## config.mk

```make
export PLATFORM = sky130hd
export DESIGN_NAME = stream_source
export DESIGN_NICKNAME = d
export VERILOG_FILES = /design/src/common/acc_pkg.sv /design/src/design/stream/stream_source.sv
export SDC_FILE = /design/constraint.sdc
export NUM_CORES = 1
export LEC_CHECK = 0
export ABC_AREA = 1
export BUFFER_PORTS_ARGS = -buffer_cell sky130_fd_sc_hd__buf_2
export CORE_ASPECT_RATIO = 0.6
export CORE_MARGIN = 1
export CORE_UTILIZATION = 44
export DETAILED_ROUTE_END_ITERATION = 10
export GPL_TIMING_DRIVEN = 0
export PLACE_DENSITY = 0.8
export SYNTH_ARGS = -nofsm -noshare
export SYNTH_HDL_FRONTEND = slang
export SYNTH_SLANG_ARGS = --single-unit
```

## constraint.sdc

```tcl
create_clock -name clk_i -period 1.5 [get_ports clk_i]
set_input_delay 0.225 -clock clk_i [delete_from_list [all_inputs] [get_ports clk_i]]
set_output_delay 0.225 -clock clk_i [all_outputs]
set_load 0.02 [all_outputs]
```

## src/common/acc_pkg.sv

```systemverilog
// ******************************
// Accelerator package
// Register map, FSM states and bus structs
// ******************************
package acc_pkg;

  localparam int MEM_AW = 8;
  localparam int DW     = 32;
  localparam int REG_AW = 4;

  // Register map, word indices
  localparam int REG_INPUT_PTR   = 0;
  localparam int REG_WEIGHT_PTR0 = 1;
  localparam int REG_WEIGHT_PTR1 = 2;
  localparam int REG_OUTPUT_PTR  = 3;
  localparam int REG_LEN         = 4;
  localparam int REG_REQUANT     = 5; // mult 7:0, shift 15:8, add 23:16
  localparam int REG_CTRL        = 6; // bit 0 nextload, bit 1 output disable
  localparam int REG_TRIGGER     = 7;
  localparam int REG_STATUS      = 8; // bit 0 busy
  localparam int N_CFG_REGS      = REG_CTRL + 1;

  // Arbiter ports, lowest index wins
  localparam int N_REQ       = 4;
  localparam int PORT_W      = $clog2(N_REQ);
  localparam int PORT_HOST   = 0;
  localparam int PORT_SINK   = 1;
  localparam int PORT_WEIGHT = 2;
  localparam int PORT_INPUT  = 3;

  typedef enum logic [2:0] {IDLE, PASS0, RELOAD, PASS1, DRAIN} ctrl_state_e;

  typedef struct packed {
    logic              valid;
    logic              we;
    logic [REG_AW-1:0] addr;
    logic [DW-1:0]     wdata;
  } cfg_req_t;

  typedef struct packed {
    logic              req;
    logic              we;
    logic [MEM_AW-1:0] addr;
    logic [DW-1:0]     wdata;
  } mem_req_t;

  typedef struct packed {
    logic [MEM_AW-1:0] base;
    logic [MEM_AW-1:0] len;
    logic              start;
  } stream_cfg_t;

  typedef struct packed {
    logic [7:0] mult;
    logic [7:0] shift;
    logic [7:0] add;
  } requant_t;

  typedef struct packed {
    logic [MEM_AW-1:0] in_ptr;
    logic [MEM_AW-1:0] w_ptr0;
    logic [MEM_AW-1:0] w_ptr1;
    logic [MEM_AW-1:0] out_ptr;
    logic [MEM_AW-1:0] len;
    requant_t          rq;
    logic              nextload;
    logic              out_disable;
  } job_cfg_t;

endpackage

```

## src/design/stream/stream_source.sv

```systemverilog
// ******************************
// Read stream source
// Linear fetch into a one-word holding register
// ******************************
`timescale 1ns/1ps

module stream_source (
  input  logic                 clk_i,
  input  logic                 rst_ni,
  input  acc_pkg::stream_cfg_t cfg_i,
  output acc_pkg::mem_req_t    mem_o,
  input  logic                 gnt_i,
  input  logic                 rvalid_i,
  input  logic [31:0]          rdata_i,
  output logic [31:0]          data_o,
  output logic                 valid_o,
  input  logic                 pop_i,
  output logic                 done_o
);
  import acc_pkg::*;

  logic [MEM_AW-1:0] addr_q;
  logic [MEM_AW-1:0] remain_q;
  logic              inflight_q;
  logic              full_q;
  logic [DW-1:0]     data_q;

  // Request stays up until granted
  always_comb begin
    mem_o       = '0;
    mem_o.req   = (remain_q != '0) && !full_q && !inflight_q;
    mem_o.addr  = addr_q;
  end

  always_ff @(posedge clk_i or negedge rst_ni) begin
    if (!rst_ni) begin
      addr_q     <= '0;
      remain_q   <= '0;
      inflight_q <= 1'b0;
      full_q     <= 1'b0;
    end else begin
      if (cfg_i.start) begin
        addr_q   <= cfg_i.base;
        remain_q <= cfg_i.len;
      end else if (gnt_i) begin
        addr_q   <= addr_q + MEM_AW'(1);
        remain_q <= remain_q - MEM_AW'(1);
      end
      if (gnt_i) inflight_q <= 1'b1;
      else if (rvalid_i) inflight_q <= 1'b0;
      if (rvalid_i) full_q <= 1'b1;
      else if (pop_i) full_q <= 1'b0;
    end
  end

  always_ff @(posedge clk_i) begin
    if (rvalid_i) data_q <= rdata_i;
  end

  assign data_o  = data_q;
  assign valid_o = full_q;
  assign done_o  = (remain_q == '0) && !inflight_q && !full_q;

endmodule

```

# After elaboration in Yosys (flattened, before gate mapping)
# Cells that the tools add are included.
# totals
input_bits	54
regBits	50
romBits	0
out_inout_bits	76
latchBits	0
ram_bits	0
mem_count	0
# op_classes
n_bitwise	0
n_mul	0
n_lt_le_gt_ge	0
n_eq_ne	0
n_mux	8
n_addsub	2
shift	0
n_reduce_logical	11
div_mod_pow	0
# op_table
cell	n
$mux W8	4
$add A8 B1 Y8 const B	1
$logic_not A8 Y1	1
$reduce_bool A8 Y1	1
$sub A8 B1 Y8 const B	1
$reduce_bool A2 Y1	3
$logic_and A1 B1 Y1	4
$mux W1	4
$logic_not A1 Y1	2

# Longest topological paths before layout
# Gate-level depths: netlist of the first run.
# depth
depth_word	3
mapped_depth	7

# Worst setup path before layout of the first run
# OpenSTA, ideal clock, no wires.
# synth_path
path_type	register to output
from	reg remain_q[0]
to	out done_o
path_slack_ps	-65
path_stages_with_launch	5
path_buffers	0
arrival_ps	1340
path_cell_list	dfrtp_1 > inv_1 > ha_1 > nand4_1 > nor3_1
# synth_via
elab_chain_cells	3
# synth_lines
element	line	source
start: declaration	stream_source.sv:23	logic [MEM_AW-1:0] remain_q;
start signal: assignment	stream_source.sv:44	remain_q <= cfg_i.len;
start signal: assignment	stream_source.sv:47	remain_q <= remain_q - MEM_AW'(1);
$logic_not A8 Y1	stream_source.sv:62	assign done_o = (remain_q == '0) && !inflight_q && !full_q;
$logic_and A1 B1 Y1 (2 in a row)	stream_source.sv:62	
end: declaration	stream_source.sv:18	output logic done_o
# Every way passes these cells.

# Final worst setup path of the first run
# layout_path
from	reg remain_q[1]
to	out done_o
# Same word-level chain as after synthesis.

==> results of run 1 <==
## kinds of logic (layout without fill, tap and decap cells)
group | count (synthesis) | count (layout) | share of synthesized area, %
compound gates | 23 | 23 | 8.735
xor+xnor | 5 | 5 | 1.876
other cells | 1 | 33 | 0.1606
flops | 50 | 50 | 60.45
fa+ha+maj | 2 | 2 | 1.072
buf+inv | 51 | 165 | 14.42
simple gates | 66 | 66 | 13.29
## per-layer routing
metal | track usage, % | part of all wire (%) | up-vias
li1 | - | - | 895
met1 | 24.11 | 38 | 915
met2 | 40.12 | 54 | 78
met3 | 4.393 | 7.2 | 6
met4 | 6.397 | 0.77 | 0
met5 | 0 | 0 | -
## stage by stage
step                      cells  TNS [ns]
after global routing        410   -0.3140
after CTS                   409   -0.2050
after detailed placement    391   -0.1217
after floorplan             230         0
final                       410   -0.1770
after global placement      391  -0.02634
## cell usage after synthesis (all sizes together)
cell    instances  share of area [%]
nand2          37                6.7
buf            36                 12
edfxtp         32                 41
dfrtp          18                 19
inv            15                2.5
nand3          13                3.0
nor2           13                2.8
a22oi          10                4.5
o211ai          4                1.9
o21ai           4               0.86
xor2            4                1.5
o21bai          3               0.96
ha              2                1.1
nand4           2               0.54
a21oi           1               0.21
a31oi           1               0.27
conb            1               0.16
nor3            1               0.21
xnor2           1               0.38
## worst min path at each step
stage	from	endpoint	slack, ns	depth (start not counted)
after global routing	rdata_i[24]	data_o[24]	0.08	1
after floorplan	rst_ni	addr_q[0]	-0.07	0
after detailed placement	rst_ni	addr_q[6]	0.19	1
final	rdata_i[24]	data_o[24]	0.09	1
after global placement	rst_ni	addr_q[5]	0.18	1
after CTS	rdata_i[22]	data_o[22]	0.09	1
## placed cells by master, fill, tap and decap left out, types with 4 or more instances in the layout
cell type,count
conb_1,33
nor2_4,4
buf_4,46
inv_1,11
nor2_1,8
nand2_2,5
buf_2,93
nand2_1,31
dfrtp_1,16
nand3_1,12
clkbuf_8,5
a22oi_2,6
a22oi_1,4
xor2_1,4
edfxtp_1,32
## sequential cells by signal, indices dropped and copies added, names as in the netlist
register    flops
valid_o         1
data_o         32
addr_q          8
inflight_q      1
remain_q        8
## final cells by class
type                    count  area (um^2)
clock buffers               7        76.32
inverters                  15        58.81
multi-input cells         129        742.0
fillers                   425         1833
flip-flops and latches     50         1414
plain buffers              36        277.8
repair buffers            106        565.5
well taps                  66        82.58
clock inverters             1        30.03
## report_power, final
part | switching, mW | total [mW] | internal (mW)
logic | 0.480 | 0.801 | 0.321
registers | 0.0838 | 1.69 | 1.60
clock network | 0.433 | 0.932 | 0.499
## what timing repair did
item / in CTS / in global routing
hold buffers: 1 / 0
endpoints found under the hold margin: 18 / 0
pin swaps: 5 / 1
setup endpoints to repair: 2 / 2
buffers inserted: 9 / 1
gates resized for setup: 12 / 1
cloned: 0 / 0
==> summary.txt, run 1 <==
Status = finished, violations left
Violated checks = negative setup slack
Power Density = 1053 nW/um^2
Crit-path max cell delay = 0.40 ns
Crit path max-delay cell type = dfrtp_1
Buffers on Ports = 95
Die height = 58.43 um
Ys Warns = 0
Vias in the first global route = 1818
Core area = 5080 um^2
Pwr Total = 3.419 mW
DPL Wire Length = 4158 um
Die area = 5611 um^2
Family with the most delay on the worst path = flip-flops
Tmin final = 1.606 ns
Clock sink total = 50
Place WS = -0.1217 ns
Row cnt = 20
DR vias = 1894
Final Skew = 0.01025 ns
Leakage = 1.612 nW
CP endpoint = done_o
Remaining DRCs = 0
Drt total wl = 5739 um
H-tree levels = 2
Global Route Usage Sum = 21.17%
Area Overhead vs Synth = 39.07%
Fmax = 622.7 MHz
DRT Pass-1 Iters = 4
Final ANT Viol Nets = 0
RSZ-0062 raised after global routing = true
CTS Buf Count = 5
Cell Chain, Critical Path = inv_2, ha_4, nand4_1, nor3_2, buf_4
Starting Density = 45.96%
Mapped Cells = 198
N_diodes = 0
Vias/cell = 4.620
Largest net degree at the start of global routing = 35
R2R setup slack = 0.23 ns
Mapped Avg Cell Area = 11.79 um^2
Register area share after synthesis = 60.45%
First-pass GRT wire length = 8645 um
Fin crit share = 107.1%
Max-slew headroom = 51.06%
Worst vdd ir = 463.4 uV
Critical Path AT = 1.38 ns
Worst Reg-to-Reg Cells = 7
Final setup fails = 2
Final Slew Violations = 0
Ports = 130
CTS tree = built
Number of synthesized register bits = 50
Starting DRT DRC Count = 80
Gp weighted congestion = 0.7440
Min-delay worst type = input port to flop
CP Data Required Time = 1.27 ns
Worst-Margin Slew = 0.7341 ns
Layout cells sized above 1 = 51.16%
CP Launch Type = flop
CP Class = flop to primary output
Worst Setup Slack, final = -0.1058 ns
Crit path launch = remain_q[1]
Crit-path max FO = 2
Critical path capture point type = primary output
FF-to-FF End = remain_q[7]
Worst-Skew Late Latency = 0.31 ns
Placed cell area = 3018 um^2
Initial antenna violation count = 0
Post-Syn Area = 2335 um^2
Clock slew at reported path FFs = 0.08 ns
Synth unique cells = 30
Max-capacitance violation count = 0
Cell area after layout = 3247 um^2
Post-detailed-route wirelength per cell = 14.00 um
Total Nets Final = 399
Worst Path Buf+Inv = 2
R2r startpoint = remain_q[2]
Final hold vios = 0
Clock Tree Root = clkbuf_8
Die Span X = 96.04 um
Final core utilization = 63.92%
GRT overflow = 0
Clock Tree Buf Depth = 2
CP Depth = 5
WHS = 0.09157 ns
(Power assumes the default switching activity.)
==> inputs of run 2 (changes only) <==
--- a/config.mk
+++ b/config.mk
@@ -9,10 +9,11 @@
 export BUFFER_PORTS_ARGS = -buffer_cell sky130_fd_sc_hd__buf_2
 export CORE_ASPECT_RATIO = 0.6
 export CORE_MARGIN = 1
-export CORE_UTILIZATION = 44
+export CORE_UTILIZATION = 46
+export CTS_BUF_LIST = sky130_fd_sc_hd__clkbuf_8
 export DETAILED_ROUTE_END_ITERATION = 10
 export GPL_TIMING_DRIVEN = 0
-export PLACE_DENSITY = 0.8
+export PLACE_DENSITY = 0.83
 export SYNTH_ARGS = -nofsm -noshare
 export SYNTH_HDL_FRONTEND = slang
 export SYNTH_SLANG_ARGS = --single-unit
==> run 2 against run 1 <==
The run still ends with negative setup slack left; largest power group unchanged; final area up 1.8%; flip-flop and latch count unchanged; combinational power up 3.2%; count of clock-buffer cells in the layout down 2; first-iteration DRC count unchanged; wire length up 1.5%; hold slack worse by 0.0059 ns.
==> summary.txt, run 2 (synthesis results as in run 1) <==
CTS Buf Count = 5
Drt total wl = 5825 um
Crit-path max FO = 4
Initial antenna violation count = 0
CP Launch Type = flop
Vias/cell = 4.607
Fin crit share = 106.3%
Worst-Skew Late Latency = 0.31 ns
Row cnt = 19
H-tree levels = 2
Largest net degree at the start of global routing = 35
DR vias = 1898
N_diodes = 0
CP Class = flop to primary output
Final core utilization = 69.90%
Starting Density = 49.35%
Placed cell area = 3014 um^2
Worst Setup Slack, final = -0.09475 ns
Core area = 4731 um^2
Ports = 130
Gp weighted congestion = 0.7814
Worst-Margin Slew = 0.7246 ns
Cell Chain, Critical Path = nor2_4, nand4_1, nor3_2, buf_4
Cell area after layout = 3307 um^2
Max-capacitance violation count = 0
DRT Pass-1 Iters = 4
FF-to-FF End = remain_q[6]
Worst Reg-to-Reg Cells = 9
DPL Wire Length = 3910 um
Fmax = 627.1 MHz
CP endpoint = done_o
Final Slew Violations = 0
Status = finished, violations left
Crit path launch = remain_q[2]
Max FFs per register = 32
Most frequent cells in the layout = 93 x buf_2, 47 x buf_4, 33 x conb_1, 32 x edfxtp_1, 30 x nand2_1
Layout cells sized above 1 = 52.44%
CTS tree = built
RSZ-0062 raised after global routing = true
R2r startpoint = remain_q[2]
Total Nets Final = 404
Violated checks = negative setup slack
Final ANT Viol Nets = 0
Area Overhead vs Synth = 41.64%
Power Density = 1045 nW/um^2
Max-slew headroom = 51.69%
Starting DRT DRC Count = 80
Min-delay worst type = input port to flop
Critical Path AT = 1.37 ns
Die height = 57.19 um
Clock slew at reported path FFs = 0.09 ns
CP Data Required Time = 1.27 ns
Vias in the first global route = 1853
Pwr Total = 3.457 mW
Crit-path max cell delay = 0.45 ns
Global Route Usage Sum = 22.21%
Final hold vios = 0
Clock Tree Buf Depth = 2
Buffers on Ports = 95
Post-detailed-route wirelength per cell = 14.14 um
Clock Tree Root = clkbuf_8
Commonest non-fill, non-tap cell in the layout = buf_2
Remaining DRCs = 0
Critical path capture point type = primary output
R2R setup slack = 0.07 ns
GRT overflow = 0
Leakage = 1.644 nW
First-pass GRT wire length = 8728 um
Clock sink total = 50
WHS = 0.08569 ns
Final setup fails = 2
Die area = 5374 um^2
Setup_tns = -0.1689 ns
Die Span X = 93.98 um
Final Skew = 0.01050 ns
Crit path max-delay cell type = dfrtp_2
Tmin final = 1.595 ns
Worst vdd ir = 579.6 uV
run 2: repair_timing:
action,in CTS,in global routing
buffers inserted,14,2
pin swaps,9,5
endpoints found under the hold margin,18,0
gates resized for setup,18,2
hold buffers,1,0
endpoints found under the setup margin,2,3
run 2: routing by layer:
metal	share of wire (%)	track usage, %	routed length (um)	up-vias
met4	4.4	12.97	255	0
met2	51	38.06	2993	105
li1	-	-	-	906
met1	36	25.68	2112	863
met5	0	0	0	-
met3	7.9	5.467	463	24
run 2: worst min-delay path by stage:
stage / from / end / slack (ns) / cells after the start
after global routing: rdata_i[18] / data_o[18] / 0.07 / 1
after detailed placement: rst_ni / addr_q[2] / 0.18 / 1
after global placement: rst_ni / addr_q[2] / 0.18 / 1
after floorplan: rst_ni / addr_q[0] / -0.07 / 0
final: rdata_i[29] / data_o[29] / 0.09 / 1
after CTS: rdata_i[5] / data_o[5] / 0.08 / 1
run 2: cell type report:
type | count | area, um^2
Clock inverter | 3 | 41.29
Fill cell | 349 | 1424
Clock buffer | 5 | 68.82
Inverter | 15 | 58.81
Multi-Input combinational cell | 129 | 749.5
Sequential cell | 50 | 1414
Buffer | 36 | 277.8
Timing Repair Buffer | 111 | 618.1
Tap cell | 63 | 78.83
run 2: critical path, delay by kind of cell, from the launching register on:
kind          cells  cell delay (ns)
simple gates      3             0.45
flops             1             0.45
buf+inv           1             0.16
run 2: metrics by stage:
| stage | cells | worst slack (ns) |
|---|---|---|
| global route | 412 | -0.1601 |
| floorplan | 230 | 0.09306 |
| detailed placement | 388 | -0.05483 |
| global placement | 388 | -0.02293 |
| finish | 412 | -0.09475 |
| CTS | 411 | -0.1280 |
run 2: report_power, final:
part | total, mW | switching, mW | internal (mW)
logic | 0.827 | 0.489 | 0.339
clock network | 0.941 | 0.450 | 0.491
registers | 1.69 | 0.0869 | 1.60
==> inputs of run 3 (changes only) <==
--- a/config.mk
+++ b/config.mk
@@ -14,6 +14,7 @@
 export DETAILED_ROUTE_END_ITERATION = 10
 export GPL_TIMING_DRIVEN = 0
 export PLACE_DENSITY = 0.83
+export RECOVER_POWER = 25
 export SYNTH_ARGS = -nofsm -noshare
 export SYNTH_HDL_FRONTEND = slang
 export SYNTH_SLANG_ARGS = --single-unit
==> run 3 against run 2 <==
The run still ends with negative setup slack left; hold slack hardly changed; largest power group unchanged; via count stayed put; utilization hardly changed; first-iteration DRC count stayed put; clock power hardly changed; highest routed layer unchanged; sequential power hardly changed; clock skew hardly changed; combinational power hardly changed.
==> summary.txt, run 3 (synthesis results as in run 1) <==
Initial antenna violation count = 0
Core area = 4731 um^2
Die area = 5374 um^2
Vias in the first global route = 1853
Clock Tree Buf Depth = 2
Critical path capture point type = primary output
Layout cells sized above 1 = 52.15%
Crit path launch = remain_q[2]
Clock slew at reported path FFs = 0.09 ns
Die height = 57.19 um
Final Slew Violations = 0
CP Depth = 4
Worst vdd ir = 579.7 uV
Crit-path max FO = 4
Cell area after layout = 3306 um^2
Total Nets Final = 404
Area Overhead vs Synth = 41.59%
Vias/cell = 4.607
R2R setup slack = 0.07 ns
CP Class = flop to primary output
Placed cell area = 3014 um^2
First-pass GRT wire length = 8728 um
DPL Wire Length = 3910 um
Finished Layout Cells = 412
Commonest non-fill, non-tap cell in the layout = buf_2
Max FFs per register = 32
Worst Setup Slack, final = -0.09228 ns
RSZ-0062 raised after global routing = true
Final hold vios = 0
Violated checks = negative setup slack
Clock sink total = 50
Crit-path max cell delay = 0.45 ns
Most frequent cells in the layout = 92 x buf_2, 47 x buf_4, 33 x conb_1, 32 x edfxtp_1, 30 x nand2_1
Status = finished, violations left
Worst Path Buf+Inv = 1
Family with the most delay on the worst path = simple AND/OR/NAND/NOR gates
CP Launch Type = flop
Area occupied by registers = 1414 um^2
Row cnt = 19
Placed cells = 388
H-tree levels = 2
CP Data Required Time = 1.27 ns
DR vias = 1898
Max-capacitance violation count = 0
Clock Tree Root = clkbuf_8
Remaining DRCs = 0
Leakage = 1.641 nW
Tmin final = 1.592 ns
CP endpoint = done_o
Pwr Total = 3.457 mW
Ports = 130
Gp weighted congestion = 0.7814
R2r startpoint = remain_q[2]
Cell Chain, Critical Path = nor2_4, nand4_1, nor3_2, buf_4
Critical Path AT = 1.37 ns
Place WS = -0.05483 ns
Starting Density = 49.35%
WHS = 0.08611 ns
Drt total wl = 5825 um
Final core utilization = 69.88%
Global Route Usage Sum = 22.21%
Die Span X = 93.98 um
Worst-Margin Slew = 1.023 ns
Filler Cell Count = 350
Post-detailed-route wirelength per cell = 14.14 um
Buffers on Ports = 95
GRT overflow = 0
Power Density = 1046 nW/um^2
Multi-input logic area = 749.5 um^2
Starting DRT DRC Count = 80
N_diodes = 0
Setup_tns = -0.1664 ns
FF-to-FF End = remain_q[6]
Largest net degree at the start of global routing = 35
Worst Reg-to-Reg Cells = 9
Max-slew headroom = 31.81%
Fmax = 628.0 MHz
Final Skew = 0.01020 ns
Min-delay worst type = input port to flop
Worst-Skew Late Latency = 0.30 ns
CTS Buf Count = 5
DRT Pass-1 Iters = 4
CTS tree = built
Final setup fails = 2
Final ANT Viol Nets = 0
Hold path depth = 1
Crit path max-delay cell type = dfrtp_2
Fin crit share = 106.2%
-- run 3: cell count changes in the layout (fill, tap and decap cells not counted) --
cell / previous run / this run
buf_2: 93 / 92
clkbuf_1: 0 / 1
-- run 3: worst min path at each step --
stage,start,to,slack [ns]
final,rdata_i[0],data_o[0],0.09
after global routing,rdata_i[18],data_o[18],0.07
after CTS,rdata_i[5],data_o[5],0.08
after detailed placement,rst_ni,addr_q[2],0.18
after global placement,rst_ni,addr_q[2],0.18
after floorplan,rst_ni,addr_q[0],-0.07
-- run 3: layout make-up --
class / count / area share (%)
Buffer: 36 / 8.403
Clock buffer: 5 / 2.082
Clock inverter: 3 / 1.249
Inverter: 15 / 1.779
Multi-Input combinational cell: 129 / 22.67
Sequential cell: 50 / 42.77
Tap cell: 63 / 2.385
Timing Repair Buffer: 111 / 18.66
-- run 3: timing repair --
item | CTS | global route
buffers inserted | 14 | 2
hold endpoints to repair | 18 | 0
endpoints found under the setup margin | 2 | 3
gates resized for setup | 18 | 2
pin swaps | 9 | 5
hold buffers | 1 | 0
-- run 3: report_power, final --
group | switching [mW] | internal, mW
sequential | 0.0877 | 1.60
clock | 0.449 | 0.491
combinational | 0.489 | 0.338
-- run 3: worst reg2reg max path, stage by stage (launching register included) --
cell     delay (ns)
dfrtp_2        0.45
nor2_4         0.16
nand4_1        0.15
buf_4          0.17
buf_6          0.10
buf_6          0.10
buf_6          0.10
nand2_2        0.04
nand2_1        0.04
nand2_1        0.06
-- run 3: per-layer routing --
layer / wire length (um) / GRT usage, % / part of all wire (%)
met5: 0 / 0 / 0
met4: 247 / 12.97 / 4.2
met3: 420 / 5.467 / 7.2
met2: 3005 / 38.06 / 52
met1: 2152 / 25.68 / 37
